===== src/cpu_pkg.sv =====
package cpu_pkg;

    // ----------------------------------------
    // widths
    // ----------------------------------------
    // data path, pc and memory addresses share one width
    localparam int data_w     = 8;
    localparam int instr_w    = 32;
    localparam int reg_addr_w = 3;
    localparam int reg_count  = 1 << reg_addr_w;
    // rom covers the whole pc range
    localparam int rom_depth  = 1 << data_w;
    localparam int ram_depth  = 64;
    localparam int ram_addr_w = $clog2(ram_depth);

    typedef logic [data_w-1:0]     data_t;
    typedef logic [instr_w-1:0]    instr_t;
    typedef logic [reg_addr_w-1:0] reg_addr_t;

    // ----------------------------------------
    // memory map
    // ----------------------------------------
    // load from here returns the switches
    localparam data_t in_port_addr  = 8'd255;
    // store here goes to the output port, not ram
    localparam data_t out_port_addr = 8'd254;

    // ----------------------------------------
    // encodings
    // ----------------------------------------
    typedef enum logic [5:0] {
        op_rtype = 6'd0,
        op_j     = 6'd2,
        op_beq   = 6'd4,
        op_addi  = 6'd8,
        op_lw    = 6'd35,
        op_sw    = 6'd43
    } opcode_e;

    typedef enum logic [5:0] {
        fn_add = 6'd32,
        fn_sub = 6'd34,
        fn_and = 6'd36,
        fn_or  = 6'd37,
        fn_slt = 6'd42
    } funct_e;

    // mips style alu control codes
    typedef enum logic [2:0] {
        alu_and = 3'b000,
        alu_or  = 3'b001,
        alu_add = 3'b010,
        alu_sub = 3'b110,
        alu_slt = 3'b111
    } alu_op_e;

endpackage


===== src/pc_unit.sv =====
`timescale 1ns/1ns

module pc_unit (
    input  logic           clk,
    input  logic           reset,
    input  logic           branch,
    input  logic           zero,
    input  logic           jump,
    input  cpu_pkg::data_t imm,
    output cpu_pkg::data_t pc
);
    import cpu_pkg::*;

    data_t pc_plus1;
    data_t pc_branch;
    data_t pc_seq;
    data_t pc_next;
    logic  take_branch;

    // adders, both wrap modulo 256
    assign pc_plus1  = pc + data_t'(1);
    // branch offset is relative to pc+1
    assign pc_branch = pc_plus1 + imm;

    // beq taken only when the alu saw equal operands
    assign take_branch = branch & zero;
    assign pc_seq      = take_branch ? pc_branch : pc_plus1;
    // jump target is absolute
    assign pc_next     = jump ? imm : pc_seq;

    // ----------------------------------------
    // pc register
    // ----------------------------------------
    always_ff @(posedge clk) begin
        if (reset) begin
            pc <= '0;
        end else begin
            pc <= pc_next;
        end
    end

endmodule


===== config.mk =====
export PLATFORM = sky130hd
export DESIGN_NAME = pc_unit
export DESIGN_NICKNAME = d
export VERILOG_FILES = /design/src/cpu_pkg.sv /design/src/pc_unit.sv
export SDC_FILE = /design/constraint.sdc
export NUM_CORES = 1
export LEC_CHECK = 0
export BUFFER_PORTS_ARGS = -buffer_cell sky130_fd_sc_hd__buf_2
export CORE_ASPECT_RATIO = 0.9
export CORE_MARGIN = 5
export CORE_UTILIZATION = 54
export CTS_BUF_LIST = sky130_fd_sc_hd__clkbuf_8
export DETAILED_ROUTE_END_ITERATION = 16
export PLACE_DENSITY = 0.86
export SYNTH_ARGS = -nofsm -noshare
export SYNTH_HDL_FRONTEND = slang
export SYNTH_SLANG_ARGS = --single-unit

===== constraint.sdc =====
create_clock -name clk -period 2.9 [get_ports clk]
set_input_delay 0.29 -clock clk [delete_from_list [all_inputs] [get_ports clk]]
set_output_delay 0.29 -clock clk [all_outputs]
set_load 0.1 [all_outputs]

# After elaboration in Yosys (flattened, before gate mapping)
# Index checks and enable logic that the tools add are counted.
[classes]
n_addsub = 2
muxes = 2
n_bitwise = 1
[ops]
columns = ["operator", "count"]
rows = [
  ["2-to-1 mux 8 bit", 2],
  ["adder 8 x 1 -> 8 bit (second input constant)", 1],
  ["adder 8 bit", 1],
  ["AND 1 bit", 1],
]
[totals]
elab_cells = 6
out_inout_bits = 8
inputBits = 13
reg_bits = 8

# Depth between registers and ports, before layout
# Gate-level depths: netlist (run 1).
[depth]
word_depth = 4
ltp_mapped = 9
ltp_nobuf = 9

# Worst setup path after synthesis (run 1)
# Ideal clock, no wire load.
[synth_timing]
kind = "flip-flop to flip-flop"
startpoint = "reg pc[0]"
endpoint = "reg pc[7]"
path_buffers = 0
t_arrival_ns = 2.764
period_less_slack_ns = 2.828
setup_ns = 0.064
required_ns = 2.836
slack_ns = 0.072
path_stages_with_launch = 10
cell_sequence = "dfxtp_1 ha_1 nand3_1 xnor2_1 ha_1 nand2_1 a211oi_1 nor2_1 o31a_1 nand4_1"
[synth_via]
elab_chain_cells = 4
[synth_rtl]
columns = ["item", "line", "source"]
rows = [
  ["start, declared", "pc_unit.sv:10", "output cpu_pkg::data_t pc"],
  ["start signal, assigned", "pc_unit.sv:38", "pc <= pc_next;"],
  ["adder 8 x 1 -> 8 bit *", "pc_unit.sv:21", "assign pc_plus1 = pc + data_t'(1);"],
  ["adder 8 bit", "pc_unit.sv:23", "assign pc_branch = pc_plus1 + imm;"],
  ["2-to-1 mux 8 bit *", "pc_unit.sv:27", "assign pc_seq = take_branch ? pc_branch : pc_plus1;"],
  ["2-to-1 mux 8 bit *", "pc_unit.sv:29", "assign pc_next = jump ? imm : pc_seq;"],
]
# Every way passes the cells marked *; elsewhere a longest branch is shown, timed or not.
# A chain may end at the register's enable or synchronous reset.

# Final worst setup path (run 1)
[layout_timing]
startpoint = "reg pc[0]"
endpoint = "reg pc[6]"
# Same word-level chain as after synthesis.

==> results.sh, run 1 <==
export IMPL_boundaryPins=21
export IMPL_yosysWarnings=0
export IMPL_slew_violations=0
export IMPL_worstSetupPathType="reg2reg"
export IMPL_holdPathStages=3
export IMPL_dp_hpwl_mm=1.70
export IMPL_numClockSinks=8
export IMPL_synthCells=110
export IMPL_cts_tree="yes"
export IMPL_hold_end="pc[0]$_SDFF_PP0_"
export IMPL_ys_seq_area_share_pct=19.5
export IMPL_grt_ovfl_total=0
export IMPL_hold_buffers=0
export IMPL_worstHoldStart="imm[0]"
export IMPL_synth_edf_count=0
export IMPL_synth_area_per_cell_um2=7.46
export IMPL_grt_use_met3_pct=5.08
export IMPL_numCtsBuffers=3
export IMPL_final_antenna_net_count=0
export IMPL_tightest_slew_ns=0.490
export IMPL_syn_num_nets=133
export IMPL_top_usage_layer="met2"
export IMPL_grt_use_met2_pct=34.4
export IMPL_via_per_inst=5.97
export IMPL_cp_top_family="compound AO/OA/AOI/OAI gates"
export IMPL_holdWs_ns=0.342
export IMPL_antenna_found_initial=0
export IMPL_setup_viol=0
export IMPL_grt_pass1_vias=774
export IMPL_synth_ff_type="dfxtp_1"
export IMPL_drc=0
export IMPL_die_area_um2=2400
export IMPL_port_buffers=20
export IMPL_htree_levels=1
export IMPL_rr_worst_depth=7
export IMPL_max_cap_violations=0
export IMPL_r2r_end="pc[6]$_SDFF_PP0_"
export IMPL_insertion_delay_ns=0.23
export IMPL_cp_cell_sequence="ha_1 -> fa_1 -> a21o_1 -> a21oi_1 -> o2111ai_1 -> o31a_1 -> a221oi_1"
export IMPL_drive_above_1_share_pct=19.4
export IMPL_path_buf_inv=0
export IMPL_period_share_pct=80.4
export IMPL_leakagePower_nw=0.452
export IMPL_dr_pass1_iters=4
export IMPL_crit_path_end_kind="register"
export IMPL_fmax_mhz=429
export IMPL_avgRoutedWirePerCell_um=15.2
export IMPL_gp_congestion=0.818
export IMPL_dp_slack_ns=0.605
export IMPL_cts_resized_gates=0
export IMPL_grt_pass1_wl_mm=3.53
export IMPL_nNetsFinal=154
export IMPL_drtIter0Drc=29
export IMPL_period_minus_slack_ns=2.33
export IMPL_fin_skew_ns=0.00104
export IMPL_start_util_pct=56.7
export IMPL_synthToLayoutAreaGrowth_pct=17.7
export IMPL_largest_register_ffs=8
export IMPL_async_reset_ff_share_pct=0
export IMPL_netlist_area_um2=821
export IMPL_critPathLaunchType="register"
export IMPL_clock_path_buffers=2
export IMPL_synth_seq_cells=8
export IMPL_largest_register="pc"
export IMPL_p_per_area_nw_per_um2=521
export IMPL_synthTopCellsByCount="a21oi_1 (13), nand2_1 (13), ha_1 (9), nor2_1 (9), dfxtp_1 (8)"
export IMPL_reg2reg_from="pc[0]$_SDFF_PP0_"
export IMPL_cts_root_buffer_cell="clkbuf_8"
export IMPL_vias=860
export IMPL_cts_setup_buffers=0
export IMPL_grt_usage_pct=20.4
export IMPL_cpPeakStageDelay_ns=0.45
export IMPL_relSlewSlack_pct=67.6
export IMPL_die_h_um=47.0
export IMPL_grt_max_degree=15
export IMPL_synth_area_top_cells="dfxtp_1 (20%), ha_1 (14%), a21oi_1 (7.9%)"
export IMPL_ir_drop_mv=0.342
export IMPL_slowest_stage="fa_1"
export IMPL_path_clk_slew_ns=0.04
export IMPL_path_max_fanout=5
export IMPL_hp_class="in2reg"
export IMPL_utilization_pct=66.7
export IMPL_rsz0062_at_grt="false"
export IMPL_synth_top_area_cell="dfxtp_1"
export IMPL_arrival_ns=2.46
export IMPL_rows=13
export IMPL_place_inst=141
export IMPL_yosysTopAreaCellShare_pct=19.5
export IMPL_die_width_um=51.1
export IMPL_layout_setup_ws_ns=0.570
export IMPL_setup_tns_ns=0
export IMPL_core_region_area_um2=1450
export IMPL_r2r_slack_ns=0.57
export IMPL_diodes=0
export IMPL_largestRegisters="pc x8"
export IMPL_drt_total_wl_mm=2.19
export IMPL_outcome="completed"
export IMPL_use_met1_pct=25.4
export IMPL_required_ns=3.03
export IMPL_synth_cell_types=33
export IMPL_stdcell_count=144
export IMPL_final_hold_violation_count=0
report_power, final:
group          switching (mW)  total (mW)  internal, mW
logic                   0.161       0.231        0.0708
clock network          0.0492       0.140        0.0904
registers              0.0116       0.132         0.121
logic make-up after synthesis:
kind of cell / Yosys count / share of synthesized area, %
AOI/OAI and AO/OA: 31 / 25.0
xor gates and xnor gates: 8 / 8.54
adders and majority gates: 10 / 16.2
buffers and inverters: 11 / 5.03
DFF: 8 / 19.5
and+or+nand+nor: 42 / 25.8
per-stage QoR:
stage	instance area [um^2]	total power, mW
2_1_floorplan	821	0.316
3_3_place_gp	925	0.355
3_5_place_dp	925	0.362
4_1_cts	966	0.503
5_1_grt	966	0.531
6_report	966	0.504
worst max path at each step:
stage	from	endpoint	slack, ns	cells past startpoint
2_1_floorplan	pc[0]$_SDFF_PP0_	pc[7]$_SDFF_PP0_	0.07	9
3_3_place_gp	pc[0]$_SDFF_PP0_	pc[6]$_SDFF_PP0_	0.66	7
3_5_place_dp	pc[0]$_SDFF_PP0_	pc[6]$_SDFF_PP0_	0.60	7
4_1_cts	pc[0]$_SDFF_PP0_	pc[6]$_SDFF_PP0_	0.58	7
5_1_grt	pc[0]$_SDFF_PP0_	pc[6]$_SDFF_PP0_	0.38	8
6_report	pc[0]$_SDFF_PP0_	pc[6]$_SDFF_PP0_	0.57	7
area by class of cell:
type                            count  area (um^2)
Tap cell                           15         18.8
Fill cell                         131          482
Inverter                            7         26.3
Multi-Input combinational cell     91          619
Sequential cell                     8          160
Timing Repair Buffer               20          100
Clock buffer                        3         41.3
routing by layer:
metal	wire length [um]	vias to the layer above
met3	173	7
met2	1040	34
met5	0	-
met1	929	383
met4	48	0
li1	-	436
worst reg2reg max path, cell delays in order (launching register included):
cell	delay, ns
dfxtp_1	0.34
ha_1	0.37
fa_1	0.45
a21o_1	0.21
a21oi_1	0.29
o2111ai_1	0.15
o31a_1	0.14
a221oi_1	0.27
cells in the final DEF, fill, tap and decap left out, types with 5 or more instances in the layout:
cell type	n
buf_2	20
nand2_1	13
a21oi_1	13
nor2_1	9
ha_1	9
dfxtp_1	8
inv_1	7
xnor2_1	5
(Power assumes the default switching activity.)
==> inputs of run 2 (changes only) <==
Settings changed: ABC_AREA set to 1, CORE_UTILIZATION 54 to 55.
Clock period 2.9 ns to 2.4 ns, I/O delays scaled along.
==> results.sh, run 2 <==
export IMPL_final_cell_mix="nand2_1 (34), inv_1 (21), buf_2 (20), nand3_1 (13), ha_1 (9)"
export IMPL_die_width_um=53.0
export IMPL_slew_violations=0
export IMPL_p_per_area_nw_per_um2=550
export IMPL_die_area_um2=2580
export IMPL_dr_pass1_iters=4
export IMPL_fin_skew_ns=0.000526
export IMPL_final_hold_violation_count=0
export IMPL_htree_levels=1
export IMPL_grt_use_met3_pct=2.45
export IMPL_synth_area_per_cell_um2=6.53
export IMPL_gp_congestion=0.881
export IMPL_top_usage_layer="met2"
export IMPL_largestRegisters="pc x8"
export IMPL_synth_most_common_cell="nand2_1"
export IMPL_grt_max_degree=15
export IMPL_design_area_um2=1090
export IMPL_synth_ff_type="dfxtp_1"
export IMPL_diodes=0
export IMPL_final_common_cell="nand2_1"
export IMPL_numClockSinks=8
export IMPL_netlist_area_um2=915
export IMPL_numCtsBuffers=3
export IMPL_avgRoutedWirePerCell_um=12.9
export IMPL_cts_setup_buffers=0
export IMPL_required_ns=2.56
export IMPL_synthTopCellsByCount="nand2_1 (34), inv_1 (21), nand3_1 (13)"
export IMPL_vias=1009
export IMPL_clock_path_buffers=2
export IMPL_setup_viol=0
export IMPL_relSlewSlack_pct=67.6
export IMPL_async_reset_ff_share_pct=0
export IMPL_ys_seq_area_share_pct=17.5
export IMPL_fillers=156
export IMPL_fmax_mhz=479
export IMPL_use_met1_pct=27.0
export IMPL_cts_tree="yes"
export IMPL_antenna_found_initial=0
export IMPL_nNetsFinal=187
export IMPL_rr_worst_depth=17
export IMPL_port_buffers=20
export IMPL_yosysTopAreaCellShare_pct=17.5
export IMPL_grt_pass1_wl_mm=4.17
export IMPL_synth_top_area_cell="dfxtp_1"
export IMPL_grt_use_met2_pct=34.7
export IMPL_tightest_slew_ns=0.490
export IMPL_yosysWarnings=0
export IMPL_rows=14
export IMPL_drc=0
export IMPL_drtIter0Drc=44
export IMPL_critPathLaunchType="register"
export IMPL_largest_register_ffs=8
export IMPL_dp_hpwl_mm=1.95
export IMPL_period_share_pct=87.0
export IMPL_boundaryPins=21
export IMPL_final_antenna_net_count=0
export IMPL_hp_class="in2reg"
export IMPL_rsz0062_at_grt="false"
export IMPL_syn_num_nets=163
export IMPL_max_cap_violations=0
export IMPL_via_per_inst=5.42
export IMPL_arrival_ns=2.25
export IMPL_placed_area_um2=1050
export IMPL_synth_seq_cells=8
export IMPL_period_minus_slack_ns=2.09
export IMPL_crit_path_end_kind="register"
export IMPL_ir_drop_mv=0.276
export IMPL_grt_ovfl_total=0
export IMPL_holdPathStages=2
export IMPL_drive_above_1_share_pct=29.6
export IMPL_grt_pass1_vias=976
export IMPL_worstSetupPathType="reg2reg"
export IMPL_synthToLayoutAreaGrowth_pct=19.0
export IMPL_cts_resized_gates=0
export IMPL_hold_buffers=0
export IMPL_leakagePower_nw=0.581
export IMPL_final_seq_area_um2=166
export IMPL_insertion_delay_ns=0.23
export IMPL_drt_total_wl_mm=2.40
export IMPL_core_region_area_um2=1630
export IMPL_outcome="completed"
export IMPL_path_max_fanout=5
export IMPL_largest_register="pc"
export IMPL_start_util_pct=56.1
export IMPL_cts_root_buffer_cell="clkbuf_8"
export IMPL_synthCells=140
export IMPL_multi_input_area_um2=664
export IMPL_die_h_um=48.7
export IMPL_setup_tns_ns=0
export IMPL_path_clk_slew_ns=0.04
export IMPL_synth_area_top_cells="dfxtp_1 (18%), nand2_1 (14%), ha_1 (12%)"
export IMPL_synth_cell_types=25
export IMPL_grt_usage_pct=21.5
export IMPL_synth_edf_count=0
-- run 2: metrics by stage --
step	setup WS, ns	hold slack [ns]	util [%]	power (mW)	instances
after floorplan	0.0696	0.309	-	0.378	140
after global placement	0.438	0.439	64.3	0.427	183
after detailed placement	0.342	0.452	64.3	0.436	183
after CTS	0.325	0.221	66.8	0.596	186
after global routing	0.0587	0.247	66.8	0.635	186
final	0.313	0.227	66.8	0.599	186
-- run 2: kinds of logic after synthesis --
logic type / after synthesis / synth area share, %
AO/OA/AOI/OAI: 23 / 14.5
XOR/XNOR: 2 / 2.74
adder cells (fa/ha/maj): 10 / 14.5
buffers and inverters: 24 / 9.85
flip-flops: 8 / 17.5
AND/OR/NAND/NOR: 73 / 40.9
-- run 2: final timing paths --
kind,slack (ns),endpoint,from
max,0.31,pc[7]$_SDFF_PP0_,pc[0]$_SDFF_PP0_
min,0.23,pc[6]$_SDFF_PP0_,reset
max reg2reg,0.31,pc[7]$_SDFF_PP0_,pc[0]$_SDFF_PP0_
min reg2reg,0.68,pc[3]$_SDFF_PP0_,pc[3]$_SDFF_PP0_
-- run 2: metal layers --
metal  routed length [um]  share of wire (%)
met1                  952                 40
met2                 1180                 49
met3                  172                7.2
met4                   95                4.0
met5                    0                  0
-- run 2: power by group --
| part | internal, mW | switching [mW] |
|---|---|---|
| combinational | 0.0777 | 0.200 |
| sequential | 0.147 | 0.0140 |
| clock | 0.109 | 0.0520 |
-- run 2: critical path, cell delays in order, from the launching register on --
cell and delay (ns):
dfxtp_2 0.36, ha_1 0.19, nand2_2 0.08, nor2_1 0.16, nand2_1 0.07, nand2_1 0.06, nand2_1 0.08, ha_1 0.35
nand2_1 0.10, inv_1 0.06, nand2_1 0.06, nand2_1 0.06, inv_1 0.04, nand2_1 0.08, inv_1 0.04, nand2_1 0.07
nand3_2 0.06, a21oi_2 0.11
-- run 2: layout make-up --
class	instances	share of cell area (%)
Clock buffer	3	3.79
Inverter	23	7.93
Multi-Input combinational cell	108	61.0
Sequential cell	8	15.3
Tap cell	24	2.76
Timing Repair Buffer	20	9.20
==> inputs of run 3 (changes only) <==
==> constraint.sdc (replaced) <==
create_clock -name clk -period 2.4 [get_ports clk]
set_input_delay 0.6 -clock clk [delete_from_list [all_inputs] [get_ports clk]]
set_output_delay 0.6 -clock clk [all_outputs]
set_load 0.1 [all_outputs]
==> results.sh, run 3 (synthesis results as in run 2) <==
export IMPL_max_cap_violations=0
export IMPL_clock_path_buffers=2
export IMPL_grt_pass1_vias=942
export IMPL_internal_power_mw=0.332
export IMPL_fmax_mhz=483
export IMPL_ir_drop_mv=0.253
export IMPL_final_hold_violation_count=0
export IMPL_numCtsBuffers=3
export IMPL_rr_worst_depth=12
export IMPL_dp_hpwl_mm=1.93
export IMPL_boundaryPins=21
export IMPL_synthToLayoutAreaGrowth_pct=19.0
export IMPL_grt_ovfl_total=0
export IMPL_stdcell_count=186
export IMPL_cp_top_family="simple AND/OR/NAND/NOR gates"
export IMPL_path_buf_inv=1
export IMPL_r2r_slack_ns=0.33
export IMPL_cts_root_buffer_cell="clkbuf_8"
export IMPL_via_per_inst=5.55
export IMPL_dr_pass1_iters=5
export IMPL_holdWs_ns=0.574
export IMPL_period_share_pct=86.3
export IMPL_worstSetupPathType="reg2reg"
export IMPL_path_max_fanout=6
export IMPL_core_region_area_um2=1630
export IMPL_port_buffers=20
export IMPL_cpPeakStageDelay_ns=0.34
export IMPL_final_common_cell="nand2_1"
export IMPL_vias=1032
export IMPL_final_cell_mix="nand2_1 (34), inv_1 (21), buf_2 (20), nand3_1 (13), ha_1 (9)"
export IMPL_nNetsFinal=187
export IMPL_pwr_share_seq_pct=26.8
export IMPL_die_area_um2=2580
export IMPL_numClockSinks=8
export IMPL_die_width_um=53.0
export IMPL_required_ns=2.56
export IMPL_slew_violations=0
export IMPL_grt_max_degree=15
export IMPL_diodes=0
export IMPL_htree_levels=1
export IMPL_design_area_um2=1090
export IMPL_cts_tree="yes"
export IMPL_fin_skew_ns=0.00165
export IMPL_largestRegisters="pc x8"
export IMPL_leakagePower_nw=0.581
export IMPL_hp_class="in2reg"
export IMPL_cpMostUsedCell="nand3_1"
export IMPL_power_frac_clock_pct=26.9
export IMPL_largest_register_ffs=8
export IMPL_tightest_slew_ns=0.494
export IMPL_holdPathStages=2
export IMPL_placed_area_um2=1050
export IMPL_avgRoutedWirePerCell_um=12.5
export IMPL_final_antenna_net_count=0
export IMPL_relSlewSlack_pct=67.3
export IMPL_outcome="completed"
export IMPL_path_clk_slew_ns=0.04
export IMPL_drt_total_wl_mm=2.32
export IMPL_cts_resized_gates=0
export IMPL_critPathLaunchType="register"
export IMPL_cts_setup_buffers=0
export IMPL_grt_usage_pct=20.4
export IMPL_rows=14
export IMPL_antenna_found_initial=0
export IMPL_drc=0
export IMPL_die_h_um=48.7
export IMPL_setup_tns_ns=0
export IMPL_rsz0062_at_grt="false"
export IMPL_setup_viol=0
export IMPL_cp_cell_sequence="ha_1 -> nand2_2 -> inv_1 -> nor2_1 -> ha_1 -> a21oi_1 -> nand2_1 -> nand3_1 -> nand3_1 -> nand2_1 -> nand3_1 -> a21oi_2"
export IMPL_net_switching_power_mw=0.267
export IMPL_period_minus_slack_ns=2.07
export IMPL_p_sw_share_pct=44.5
export IMPL_slowest_stage="dfxtp_2"
export IMPL_drtIter0Drc=38
export IMPL_grt_pass1_wl_mm=4.04
export IMPL_largest_register="pc"
export IMPL_arrival_ns=2.23
export IMPL_start_util_pct=56.1
export IMPL_cp_depth=12
export IMPL_crit_path_end_kind="register"
export IMPL_p_comb_share_pct=46.3
export IMPL_place_inst=183
export IMPL_drive_above_1_share_pct=29.6
export IMPL_p_per_area_nw_per_um2=550
export IMPL_insertion_delay_ns=0.23
export IMPL_gp_congestion=0.943
export IMPL_hold_buffers=0
## run 3: cell counts in the layout (fill, tap and decap cells not counted)
Identical to the previous run, type by type.
## run 3: final timing paths
path                           end        startpoint
hold / removal    pc[6]$_SDFF_PP0_             reset
setup reg to reg  pc[5]$_SDFF_PP0_  pc[0]$_SDFF_PP0_
setup / recovery  pc[5]$_SDFF_PP0_  pc[0]$_SDFF_PP0_
hold reg to reg   pc[0]$_SDFF_PP0_  pc[0]$_SDFF_PP0_
## run 3: metal layers
layer / GRT usage (%) / vias up / routed length [um]
li1: - / 503 / -
met1: 28.7 / 471 / 997
met2: 31.2 / 53 / 1110
met3: 1.84 / 5 / 179
met4: 8.51 / 0 / 40
met5: 0 / - / 0
## run 3: power groups by stage
stage	Sequential, mW	Clock [mW]	Combinational, mW
final	0.160	0.161	0.277
after global routing	0.162	0.168	0.303
after CTS	0.160	0.161	0.276
after detailed placement	0.163	0	0.275
after global placement	0.162	0	0.266
after floorplan	0.244	0	0.135
## run 3: layout make-up
type,instances,area (um^2)
Sequential cell,8,166
Tap cell,24,30.0
Inverter,23,86.3
Timing Repair Buffer,20,100
Clock buffer,3,41.3
Multi-Input combinational cell,108,664
Fill cell,157,541
## run 3: stage by stage
step           setup WS (ns)  total power, mW  util (%)
5_1_grt                0.148            0.634      66.8
4_1_cts                0.359            0.597      66.8
2_1_floorplan         0.0696            0.378         -
6_report               0.329            0.599      66.8
3_5_place_dp           0.372            0.437      64.3
3_3_place_gp           0.389            0.428      64.3
